[src/hdl/fabric_pkg.sv]
package fabric_pkg;

	// ------------------------------------------------------------
	// basic words
	// ------------------------------------------------------------
	typedef logic [31:0] addr_t;
	typedef logic [31:0] data_t;
	typedef logic [3:0]  strb_t;

	// requester side
	typedef struct packed {
		logic  valid;
		addr_t addr;
	} fetch_req_t;

	typedef struct packed {
		logic  valid;
		logic  write;
		addr_t addr;
		data_t wdata;
		strb_t wstrb;
	} bus_req_t;

	typedef struct packed {
		logic  valid;
		logic  err;
		data_t rdata;
	} bus_rsp_t;

	// ------------------------------------------------------------
	// axi4 channel payloads, valid/ready travel beside them
	// ------------------------------------------------------------
	typedef struct packed {
		addr_t      addr;
		logic [3:0] id;
		logic [7:0] len;
		logic [2:0] size;
		logic [1:0] burst;
	} axi_aw_t;

	typedef struct packed {
		addr_t      addr;
		logic [3:0] id;
		logic [7:0] len;
		logic [2:0] size;
		logic [1:0] burst;
	} axi_ar_t;

	typedef struct packed {
		data_t data;
		strb_t strb;
		logic  last;
	} axi_w_t;

	typedef struct packed {
		data_t      data;
		logic [1:0] resp;
		logic [3:0] id;
		logic       last;
	} axi_r_t;

	typedef struct packed {
		logic [1:0] resp;
		logic [3:0] id;
	} axi_b_t;

	// ------------------------------------------------------------
	// state and selector encodings
	// ------------------------------------------------------------
	typedef enum logic [1:0] {GNT_NONE, GNT_FETCH, GNT_DATA} grant_e;
	typedef enum logic [1:0] {TGT_NONE, TGT_CLINT, TGT_EXT} target_e;
	typedef enum logic [2:0] {BR_IDLE, BR_AR, BR_R, BR_AW_W, BR_B} bridge_state_e;

	// axi field values for a single word beat
	localparam logic [2:0] AXI_SIZE_WORD  = 3'd2;
	localparam logic [1:0] AXI_BURST_INCR = 2'd1;
	localparam logic [1:0] AXI_RESP_OKAY  = 2'd0;

	// mtime word offsets inside the clint window
	localparam addr_t MTIME_LO_OFS = 32'h0000_BFF8;
	localparam addr_t MTIME_HI_OFS = 32'h0000_BFFC;

endpackage

[src/hdl/bus_arbiter.sv]
`timescale 1ns/1ps

module bus_arbiter
	import fabric_pkg::*;
(
	input  logic       clock,
	input  logic       rst_n_i,
	input  fetch_req_t fetch_req_i,
	output bus_rsp_t   fetch_rsp_o,
	input  bus_req_t   data_req_i,
	output bus_rsp_t   data_rsp_o,
	output bus_req_t   gnt_req_o,
	input  bus_rsp_t   gnt_rsp_i
);

	grant_e owner_q;

	// ------------------------------------------------------------
	// owner register
	// ------------------------------------------------------------
	always_ff @(posedge clock or negedge rst_n_i) begin
		if (!rst_n_i) begin
			owner_q <= GNT_NONE;
		end else begin
			case (owner_q)
				GNT_NONE: begin
					// data port wins a tie
					if (data_req_i.valid) begin
						owner_q <= GNT_DATA;
					end else if (fetch_req_i.valid) begin
						owner_q <= GNT_FETCH;
					end
				end
				default: begin
					if (gnt_rsp_i.valid) begin
						owner_q <= GNT_NONE;
					end
				end
			endcase
		end
	end

	// granted request, fetch turns into a full word read
	always_comb begin
		case (owner_q)
			GNT_FETCH: begin
				gnt_req_o = '{
					valid: fetch_req_i.valid,
					write: 1'b0,
					addr:  fetch_req_i.addr,
					wdata: '0,
					wstrb: 4'hF
				};
			end
			GNT_DATA: begin
				gnt_req_o = data_req_i;
			end
			default: begin
				gnt_req_o = '0;
			end
		endcase
	end

	// response steering, only the owner sees valid
	always_comb begin
		fetch_rsp_o = gnt_rsp_i;
		data_rsp_o  = gnt_rsp_i;
		fetch_rsp_o.valid = gnt_rsp_i.valid && (owner_q == GNT_FETCH);
		data_rsp_o.valid  = gnt_rsp_i.valid && (owner_q == GNT_DATA);
	end

	a_one_rsp: assert property (@(posedge clock) disable iff (!rst_n_i)
		!(fetch_rsp_o.valid && data_rsp_o.valid));

	// downstream must never answer a request that was not granted
	a_rsp_has_owner: assert property (@(posedge clock) disable iff (!rst_n_i)
		gnt_rsp_i.valid |-> owner_q != GNT_NONE);

endmodule

[src/hdl/addr_xbar.sv]
`timescale 1ns/1ps

module addr_xbar
	import fabric_pkg::*;
#(
	parameter addr_t       CLINT_BASE      = 32'h0200_0000,
	parameter int unsigned CLINT_SPAN_BITS = 16
) (
	input  logic     clock,
	input  logic     rst_n_i,
	input  bus_req_t gnt_req_i,
	output bus_rsp_t gnt_rsp_o,
	output bus_req_t clint_req_o,
	input  bus_rsp_t clint_rsp_i,
	output bus_req_t ext_req_o,
	input  bus_rsp_t ext_rsp_i
);

	target_e tgt_q;
	target_e tgt_now;
	logic    hit_clint;

	// upper bits select the timer window
	assign hit_clint = (gnt_req_i.addr[31:CLINT_SPAN_BITS] == CLINT_BASE[31:CLINT_SPAN_BITS]);

	// route in the grant cycle, then hold the latched target
	always_comb begin
		tgt_now = tgt_q;
		if ((tgt_q == TGT_NONE) && gnt_req_i.valid) begin
			tgt_now = hit_clint ? TGT_CLINT : TGT_EXT;
		end
	end

	always_ff @(posedge clock or negedge rst_n_i) begin
		if (!rst_n_i) begin
			tgt_q <= TGT_NONE;
		end else if (gnt_rsp_o.valid) begin
			tgt_q <= TGT_NONE;
		end else if ((tgt_q == TGT_NONE) && gnt_req_i.valid) begin
			tgt_q <= tgt_now;
		end
	end

	// ------------------------------------------------------------
	// request fan-out and response select
	// ------------------------------------------------------------
	always_comb begin
		clint_req_o = gnt_req_i;
		ext_req_o   = gnt_req_i;
		clint_req_o.valid = gnt_req_i.valid && (tgt_now == TGT_CLINT);
		ext_req_o.valid   = gnt_req_i.valid && (tgt_now == TGT_EXT);
	end

	always_comb begin
		case (tgt_now)
			TGT_CLINT: gnt_rsp_o = clint_rsp_i;
			TGT_EXT:   gnt_rsp_o = ext_rsp_i;
			default:   gnt_rsp_o = '0;
		endcase
	end

	a_clint_rsp_routed: assert property (@(posedge clock) disable iff (!rst_n_i)
		clint_rsp_i.valid |-> tgt_q == TGT_CLINT);

	a_ext_rsp_routed: assert property (@(posedge clock) disable iff (!rst_n_i)
		ext_rsp_i.valid |-> tgt_q == TGT_EXT);

endmodule

[src/hdl/clint_timer.sv]
`timescale 1ns/1ps

module clint_timer
	import fabric_pkg::*;
#(
	parameter int unsigned CLINT_SPAN_BITS = 16
) (
	input  logic     clock,
	input  logic     rst_n_i,
	input  bus_req_t clint_req_i,
	output bus_rsp_t clint_rsp_o
);

	logic [63:0] mtime_q;
	logic        rsp_valid_q;
	data_t       rsp_rdata_q;
	logic        take;
	logic        hit_lo;
	logic        hit_hi;

	// byte lanes from wdata where strobed, old word elsewhere
	function automatic data_t merge_bytes(data_t old_w, data_t new_w, strb_t strb);
		data_t res;
		res = old_w;
		for (int i = 0; i < 4; i++) begin
			if (strb[i]) begin
				res[8*i +: 8] = new_w[8*i +: 8];
			end
		end
		return res;
	endfunction

	// one access per request, the response cycle does not count
	assign take   = clint_req_i.valid && !rsp_valid_q;
	assign hit_lo = (clint_req_i.addr[CLINT_SPAN_BITS-1:2] == MTIME_LO_OFS[CLINT_SPAN_BITS-1:2]);
	assign hit_hi = (clint_req_i.addr[CLINT_SPAN_BITS-1:2] == MTIME_HI_OFS[CLINT_SPAN_BITS-1:2]);

	// ------------------------------------------------------------
	// mtime counter
	// ------------------------------------------------------------
	always_ff @(posedge clock or negedge rst_n_i) begin
		if (!rst_n_i) begin
			mtime_q <= '0;
		end else if (take && clint_req_i.write && hit_lo) begin
			mtime_q[31:0] <= merge_bytes(mtime_q[31:0], clint_req_i.wdata, clint_req_i.wstrb);
		end else if (take && clint_req_i.write && hit_hi) begin
			mtime_q[63:32] <= merge_bytes(mtime_q[63:32], clint_req_i.wdata, clint_req_i.wstrb);
		end else begin
			mtime_q <= mtime_q + 64'd1;
		end
	end

	always_ff @(posedge clock or negedge rst_n_i) begin
		if (!rst_n_i) begin
			rsp_valid_q <= 1'b0;
		end else begin
			rsp_valid_q <= take;
		end
	end

	// read data, writes and stray offsets give zero
	always_ff @(posedge clock) begin
		if (take) begin
			if (clint_req_i.write) begin
				rsp_rdata_q <= '0;
			end else if (hit_lo) begin
				rsp_rdata_q <= mtime_q[31:0];
			end else if (hit_hi) begin
				rsp_rdata_q <= mtime_q[63:32];
			end else begin
				rsp_rdata_q <= '0;
			end
		end
	end

	assign clint_rsp_o = '{valid: rsp_valid_q, err: 1'b0, rdata: rsp_rdata_q};

endmodule

[src/hdl/axi4_master_bridge.sv]
`timescale 1ns/1ps

module axi4_master_bridge
	import fabric_pkg::*;
(
	input  logic     clock,
	input  logic     rst_n_i,
	input  bus_req_t ext_req_i,
	output bus_rsp_t ext_rsp_o,
	output axi_aw_t  axi_aw_o,
	output logic     axi_awvalid_o,
	input  logic     axi_awready_i,
	output axi_w_t   axi_w_o,
	output logic     axi_wvalid_o,
	input  logic     axi_wready_i,
	input  axi_b_t   axi_b_i,
	input  logic     axi_bvalid_i,
	output logic     axi_bready_o,
	output axi_ar_t  axi_ar_o,
	output logic     axi_arvalid_o,
	input  logic     axi_arready_i,
	input  axi_r_t   axi_r_i,
	input  logic     axi_rvalid_i,
	output logic     axi_rready_o
);

	bridge_state_e state_q;
	logic          arvalid_q;
	logic          awvalid_q;
	logic          wvalid_q;
	logic          rsp_valid_q;
	logic          rsp_err_q;
	data_t         rsp_rdata_q;
	logic          aw_done;
	logic          w_done;

	// aw and w retire independently
	assign aw_done = !awvalid_q || axi_awready_i;
	assign w_done  = !wvalid_q || axi_wready_i;

	// ------------------------------------------------------------
	// single beat fsm
	// ------------------------------------------------------------
	always_ff @(posedge clock or negedge rst_n_i) begin
		if (!rst_n_i) begin
			state_q     <= BR_IDLE;
			arvalid_q   <= 1'b0;
			awvalid_q   <= 1'b0;
			wvalid_q    <= 1'b0;
			rsp_valid_q <= 1'b0;
		end else begin
			rsp_valid_q <= 1'b0;
			case (state_q)
				BR_IDLE: begin
					// request is still up during its own response cycle
					if (ext_req_i.valid && !rsp_valid_q) begin
						if (ext_req_i.write) begin
							state_q   <= BR_AW_W;
							awvalid_q <= 1'b1;
							wvalid_q  <= 1'b1;
						end else begin
							state_q   <= BR_AR;
							arvalid_q <= 1'b1;
						end
					end
				end
				BR_AR: begin
					if (axi_arready_i) begin
						arvalid_q <= 1'b0;
						state_q   <= BR_R;
					end
				end
				BR_R: begin
					if (axi_rvalid_i) begin
						rsp_valid_q <= 1'b1;
						state_q     <= BR_IDLE;
					end
				end
				BR_AW_W: begin
					if (axi_awready_i) begin
						awvalid_q <= 1'b0;
					end
					if (axi_wready_i) begin
						wvalid_q <= 1'b0;
					end
					if (aw_done && w_done) begin
						state_q <= BR_B;
					end
				end
				BR_B: begin
					if (axi_bvalid_i) begin
						rsp_valid_q <= 1'b1;
						state_q     <= BR_IDLE;
					end
				end
				default: state_q <= BR_IDLE;
			endcase
		end
	end

	// response payload, writes return zero
	always_ff @(posedge clock) begin
		if ((state_q == BR_R) && axi_rvalid_i) begin
			rsp_rdata_q <= axi_r_i.data;
			rsp_err_q   <= (axi_r_i.resp != AXI_RESP_OKAY);
		end else if ((state_q == BR_B) && axi_bvalid_i) begin
			rsp_rdata_q <= '0;
			rsp_err_q   <= (axi_b_i.resp != AXI_RESP_OKAY);
		end
	end

	assign ext_rsp_o = '{valid: rsp_valid_q, err: rsp_err_q, rdata: rsp_rdata_q};

	// payloads come straight from the held request
	assign axi_ar_o = '{addr: ext_req_i.addr, id: 4'd0, len: 8'd0,
		size: AXI_SIZE_WORD, burst: AXI_BURST_INCR};
	assign axi_aw_o = '{addr: ext_req_i.addr, id: 4'd0, len: 8'd0,
		size: AXI_SIZE_WORD, burst: AXI_BURST_INCR};
	assign axi_w_o  = '{data: ext_req_i.wdata, strb: ext_req_i.wstrb, last: 1'b1};

	assign axi_arvalid_o = arvalid_q;
	assign axi_awvalid_o = awvalid_q;
	assign axi_wvalid_o  = wvalid_q;
	assign axi_rready_o  = (state_q == BR_R);
	assign axi_bready_o  = (state_q == BR_B);

	a_ar_hold: assert property (@(posedge clock) disable iff (!rst_n_i)
		axi_arvalid_o && !axi_arready_i |=> axi_arvalid_o);

	a_aw_hold: assert property (@(posedge clock) disable iff (!rst_n_i)
		axi_awvalid_o && !axi_awready_i |=> axi_awvalid_o);

	a_req_stable: assert property (@(posedge clock) disable iff (!rst_n_i)
		(state_q != BR_IDLE) |-> $stable(ext_req_i));

	// slave has to answer the single beat with id 0 and last
	a_r_single: assert property (@(posedge clock) disable iff (!rst_n_i)
		axi_rvalid_i && axi_rready_o |-> axi_r_i.last && (axi_r_i.id == 4'd0));

	a_b_id: assert property (@(posedge clock) disable iff (!rst_n_i)
		axi_bvalid_i && axi_bready_o |-> axi_b_i.id == 4'd0);

endmodule

[src/hdl/core_bus_top.sv]
`timescale 1ns/1ps

module core_bus_top
	import fabric_pkg::*;
#(
	parameter addr_t       CLINT_BASE      = 32'h0200_0000,
	parameter int unsigned CLINT_SPAN_BITS = 16
) (
	input  logic       clock,
	input  logic       rst_n_i,

	// requesters
	input  fetch_req_t fetch_req_i,
	output bus_rsp_t   fetch_rsp_o,
	input  bus_req_t   data_req_i,
	output bus_rsp_t   data_rsp_o,

	// ------------------------------------------------------------
	// axi4 master at the chip boundary
	// ------------------------------------------------------------
	output axi_aw_t    axi_aw_o,
	output logic       axi_awvalid_o,
	input  logic       axi_awready_i,
	output axi_w_t     axi_w_o,
	output logic       axi_wvalid_o,
	input  logic       axi_wready_i,
	input  axi_b_t     axi_b_i,
	input  logic       axi_bvalid_i,
	output logic       axi_bready_o,
	output axi_ar_t    axi_ar_o,
	output logic       axi_arvalid_o,
	input  logic       axi_arready_i,
	input  axi_r_t     axi_r_i,
	input  logic       axi_rvalid_i,
	output logic       axi_rready_o
);

	bus_req_t gnt_req;
	bus_rsp_t gnt_rsp;
	bus_req_t clint_req;
	bus_rsp_t clint_rsp;
	bus_req_t ext_req;
	bus_rsp_t ext_rsp;

	bus_arbiter u_arbiter (
		.clock       (clock),
		.rst_n_i     (rst_n_i),
		.fetch_req_i (fetch_req_i),
		.fetch_rsp_o (fetch_rsp_o),
		.data_req_i  (data_req_i),
		.data_rsp_o  (data_rsp_o),
		.gnt_req_o   (gnt_req),
		.gnt_rsp_i   (gnt_rsp)
	);

	addr_xbar #(
		.CLINT_BASE      (CLINT_BASE),
		.CLINT_SPAN_BITS (CLINT_SPAN_BITS)
	) u_xbar (
		.clock       (clock),
		.rst_n_i     (rst_n_i),
		.gnt_req_i   (gnt_req),
		.gnt_rsp_o   (gnt_rsp),
		.clint_req_o (clint_req),
		.clint_rsp_i (clint_rsp),
		.ext_req_o   (ext_req),
		.ext_rsp_i   (ext_rsp)
	);

	clint_timer #(
		.CLINT_SPAN_BITS (CLINT_SPAN_BITS)
	) u_clint (
		.clock       (clock),
		.rst_n_i     (rst_n_i),
		.clint_req_i (clint_req),
		.clint_rsp_o (clint_rsp)
	);

	axi4_master_bridge u_bridge (
		.clock         (clock),
		.rst_n_i       (rst_n_i),
		.ext_req_i     (ext_req),
		.ext_rsp_o     (ext_rsp),
		.axi_aw_o      (axi_aw_o),
		.axi_awvalid_o (axi_awvalid_o),
		.axi_awready_i (axi_awready_i),
		.axi_w_o       (axi_w_o),
		.axi_wvalid_o  (axi_wvalid_o),
		.axi_wready_i  (axi_wready_i),
		.axi_b_i       (axi_b_i),
		.axi_bvalid_i  (axi_bvalid_i),
		.axi_bready_o  (axi_bready_o),
		.axi_ar_o      (axi_ar_o),
		.axi_arvalid_o (axi_arvalid_o),
		.axi_arready_i (axi_arready_i),
		.axi_r_i       (axi_r_i),
		.axi_rvalid_i  (axi_rvalid_i),
		.axi_rready_o  (axi_rready_o)
	);

endmodule

[config.mk]
export PLATFORM = sky130hd
export DESIGN_NAME = core_bus_top
export DESIGN_NICKNAME = d
export VERILOG_FILES = /design/src/hdl/fabric_pkg.sv /design/src/hdl/bus_arbiter.sv /design/src/hdl/addr_xbar.sv /design/src/hdl/clint_timer.sv /design/src/hdl/axi4_master_bridge.sv /design/src/hdl/core_bus_top.sv
export SDC_FILE = /design/constraint.sdc
export NUM_CORES = 1
export LEC_CHECK = 0
export BUFFER_PORTS_ARGS = -buffer_cell sky130_fd_sc_hd__buf_2
export CORE_UTILIZATION = 47
export CTS_CLUSTER_SIZE = 10
export DETAILED_ROUTE_END_ITERATION = 12
export PLACE_DENSITY = 0.84
export RECOVER_POWER = 25
export SLEW_MARGIN = 20
export SYNTH_ARGS = -nofsm -noshare
export SYNTH_HDL_FRONTEND = slang
export SYNTH_SLANG_ARGS = --single-unit
[constraint.sdc]
create_clock -name clock -period 4.41 [get_ports clock]
set_clock_uncertainty 0.15 [all_clocks]
set_input_delay 0.882 -clock clock [delete_from_list [all_inputs] [get_ports clock]]
set_output_delay 0.882 -clock clock [all_outputs]
set_load 0.03 [all_outputs]
==> flow_metrics.env <==
export IMPL_wl_met3_um=4520
export IMPL_vias=11287
export IMPL_antenna_found_initial=0
export IMPL_routed_wl_um=39400
export IMPL_place_gp_congestion=1.01
export IMPL_yosys_top_cells_count="174 x buf_4, 143 x nand2_1, 100 x nor2_1"
export IMPL_yosys_warnings=0
export IMPL_antenna_cells=0
export IMPL_place_inst=1783
export IMPL_synth_top_area_share_pct=17.7
export IMPL_row_count=55
export IMPL_clk_pin_slew_ns=0.07
export IMPL_async_flop_share_pct=53.9
export IMPL_cp_common_cell="buf_4"
export IMPL_p_int_mw=2.34
export IMPL_clock_sinks=141
export IMPL_swShare_pct=27.1
export IMPL_power_density_nw_per_um2=239
export IMPL_ys_types=84
export IMPL_arrival_ns=3.35
export IMPL_dr_pass1_iters=6
export IMPL_synth_top_area_cell="edfxtp_1"
export IMPL_port_buffers=318
export IMPL_relSlewSlack_pct=-40.1
export IMPL_areaGrowthSynthToFinish_pct=21.5
export IMPL_hold_violations=0
export IMPL_antenna_left=0
export IMPL_synth_edf_count=65
export IMPL_fmaxAchievable_mhz=228
export IMPL_yosysSeqAreaShare_pct=34.9
export IMPL_route_detailed_drc=0
export IMPL_grt_pass1_vias=10247
export IMPL_fill_cells=2019
export IMPL_drive_gt1_share_pct=35.7
export IMPL_via_per_inst=6.16
export IMPL_grt_usage_pct=31.1
export IMPL_grt_overflow_total=0
export IMPL_wl_per_cell_um=21.5
export IMPL_p_comb_share_pct=9.0
export IMPL_fin_setup_tns_ns=0
export IMPL_root_buffer="clkbuf_16"
export IMPL_drt_initial_drc_count=1469
export IMPL_p_sw_uw=867
export IMPL_seqPwrFrac_pct=46.2
export IMPL_finalNetCount=1668
export IMPL_hold_buffers=0
export IMPL_grt_pass1_wl_um=57700
export IMPL_wl_met2_um=17600
export IMPL_dieArea_um2=24100
export IMPL_start_util_pct=48.3
export IMPL_cts_buffers=17
export IMPL_finalNonFillerCells=1833
export IMPL_multi_input_area_um2=5820
export IMPL_grt_max_degree=77
export IMPL_worst_pin_slew_ns=2.10
export IMPL_synth_ff_type="dfrtp_1"
export IMPL_syn_inst=1311
export IMPL_yosysMostFrequentCell="buf_4"
export IMPL_syn_area_um2=11000
export IMPL_violations="max-capacitance violations, max-slew violations"
export IMPL_worst_setup_path_start_kind="flop"
export IMPL_wl_met1_um=15800
export IMPL_cpPeakStageDelay_ns=0.38
export IMPL_die_h_um=155
export IMPL_required_ns=3.38
export IMPL_finalSetupViolations=0
export IMPL_power_leakage_nw=5.95
export IMPL_endpoint_kind="output port"
export IMPL_core_um2=22800
export IMPL_seqCellArea_um2=3850
export IMPL_crit_chain="inv_2 -> ha_4 -> clkinvlp_4 -> buf_4 -> buf_4 -> nor2_1 -> nand4bb_4 -> nor4b_4 -> buf_4 -> nor2_4 -> ha_4 -> buf_12 -> a22oi_2 -> nor2_2 -> buf_6"
export IMPL_clockBufferDepth=2
export IMPL_slowest_stage="dfrtp_1"
export IMPL_avgSynthCellArea_um2=8.42
export IMPL_rsz0062_at_grt="yes"
export IMPL_status="finished with violations"
export IMPL_critPathMaxFanout=34
export IMPL_crit_type="reg2out"
export IMPL_topRoutingLayerUsed="met4"
export IMPL_period_minus_slack_ns=4.38
export IMPL_synthTopCellsByArea="edfxtp_1 18%, dfrtp_1 17%, buf_4 12%"
export IMPL_hpwl_um=27900
export IMPL_max_cap_violations=1
export IMPL_drv_slew=77
export IMPL_clockPowerShare_pct=44.9
export IMPL_clkLatencyLatePin_ns=0.44
export IMPL_hold_path_class="reg2reg"
export IMPL_ioPinCount=363
export IMPL_period_share_pct=99.3
export IMPL_cts_tree="built"
export IMPL_h_tree_depth=4
export IMPL_synth_seq_cells=141
export IMPL_die_x_um=155
export IMPL_ir_drop_uv=204
power by group through the flow:
| stage | Sequential [mW] | Combinational [mW] | Clock, mW |
|---|---|---|---|
| floorplan | 1.49 | 0.187 | 0 |
| global placement | 1.50 | 0.274 | 0 |
| detailed placement | 1.50 | 0.282 | 0 |
| CTS | 1.47 | 0.283 | 1.45 |
| global route | 1.48 | 0.317 | 1.50 |
| finish | 1.48 | 0.287 | 1.44 |
per-stage QoR:
step	setup slack (ns)	hold WS [ns]	utilization [%]	total power [mW]	instance area [um^2]
after floorplan	-0.0659	0.320	-	1.68	11200
after global placement	0.0130	0.337	53.0	1.77	12100
after detailed placement	-0.113	0.345	53.0	1.78	12100
after CTS	-0.0221	0.361	56.6	3.21	12900
after global routing	-0.104	0.401	58.7	3.30	13400
final	0.0287	0.354	58.7	3.20	13400
sequential cells by signal, indices dropped and copies added (netlist names), 2 cells and up:
signal and cells:
u_bridge.rsp_rdata_q 32, u_bridge.state_q 3, u_clint.mtime_q 64, u_xbar.tgt_q 2, u_clint.rsp_rdata_q 32, u_arbiter.owner_q 2
metal layers:
layer / track usage, % / vias to the layer above
met1: 42.7 / 5351
li1: - / 5053
met3: 8.66 / 106
met5: 0 / -
met4: 12.4 / 0
met2: 46.3 / 777
kinds of logic (layout without fill, tap and decap cells):
logic type / after synthesis / count (layout) / synth area share, %
flip-flops: 141 / 141 / 34.9
buffers and inverters: 309 / 485 / 17.2
AO/OA/AOI/OAI: 322 / 322 / 20.6
AND/OR/NAND/NOR: 511 / 511 / 24.7
multiplexers: 20 / 20 / 1.84
other: 2 / 35 / 0.0680
adder cells (fa/ha/maj): 6 / 6 / 0.680
what timing repair did:
action | 4_1_cts | 5_1_grt
cloned | 0 | 6
gates resized for setup | 45 | 109
endpoints found under the setup margin | 97 | 84
buffers inserted | 8 | 4
pin swaps | 3 | 11
worst max-delay path: cells and delay by family, from the launching register on:
kind	cells	cell delay [ns]
flip-flops	1	0.38
buffers and inverters	7	1.12
AND/OR/NAND/NOR	5	0.82
AO/OA/AOI/OAI	1	0.12
adder cells (fa/ha/maj)	2	0.46
path summary, 6_finish.rpt:
kind                                          endpoint  slack, ns  cells past startpoint                   start
min in group asynchronous          u_clint.mtime_q[62]       0.90                      1                 rst_n_i
worst min register to register  u_bridge.axi_arvalid_o       0.35                      2  u_bridge.axi_arvalid_o
worst max register to register     u_clint.mtime_q[20]       0.14                     19    u_arbiter.owner_q[0]
worst max-delay path                    data_rsp_o[17]       0.03                     15    u_arbiter.owner_q[0]
max in group asynchronous          u_clint.rsp_valid_q       1.96                      1                 rst_n_i
worst min-delay path            u_bridge.axi_arvalid_o       0.35                      2  u_bridge.axi_arvalid_o
cell type report:
cell class	instances	share of cell area (%)
clock buffer	17	3.17
clock inverter	15	1.14
inverter	57	1.62
multi-input combinational	894	43.3
sequential	141	28.7
tap	313	2.92
timing repair buffer	396	19.1
layout by cell type, fill, tap and decap left out, types with 7 or more instances in the layout:
master / synthesis / final
and3_1: 50 / 50
nor2_2: 1 / 28
buf_12: 0 / 9
a31oi_1: 12 / 12
buf_4: 174 / 88
clkbuf_16: 0 / 21
and4_1: 10 / 10
edfxtp_1: 65 / 65
nor4_1: 18 / 18
buf_2: 14 / 269
o32ai_1: 16 / 16
inv_1: 57 / 52
o21ai_0: 28 / 27
o211ai_1: 7 / 7
a22oi_1: 69 / 44
a211oi_1: 11 / 11
conb_1: 2 / 35
nor2_4: 0 / 7
a21o_1: 17 / 17
nand2_1: 143 / 143
mux2i_1: 18 / 18
nor4_2: 7 / 7
dfrtp_1: 76 / 76
nand3_1: 56 / 55
buf_6: 7 / 23
a32o_1: 7 / 7
a21oi_1: 75 / 75
a22oi_2: 0 / 25
and2_1: 19 / 17
o31ai_1: 8 / 8
nor3_1: 27 / 26
nor2_1: 100 / 66
a311oi_1: 9 / 9
nand4_1: 40 / 40
Power figures use the tool's default switching activity.
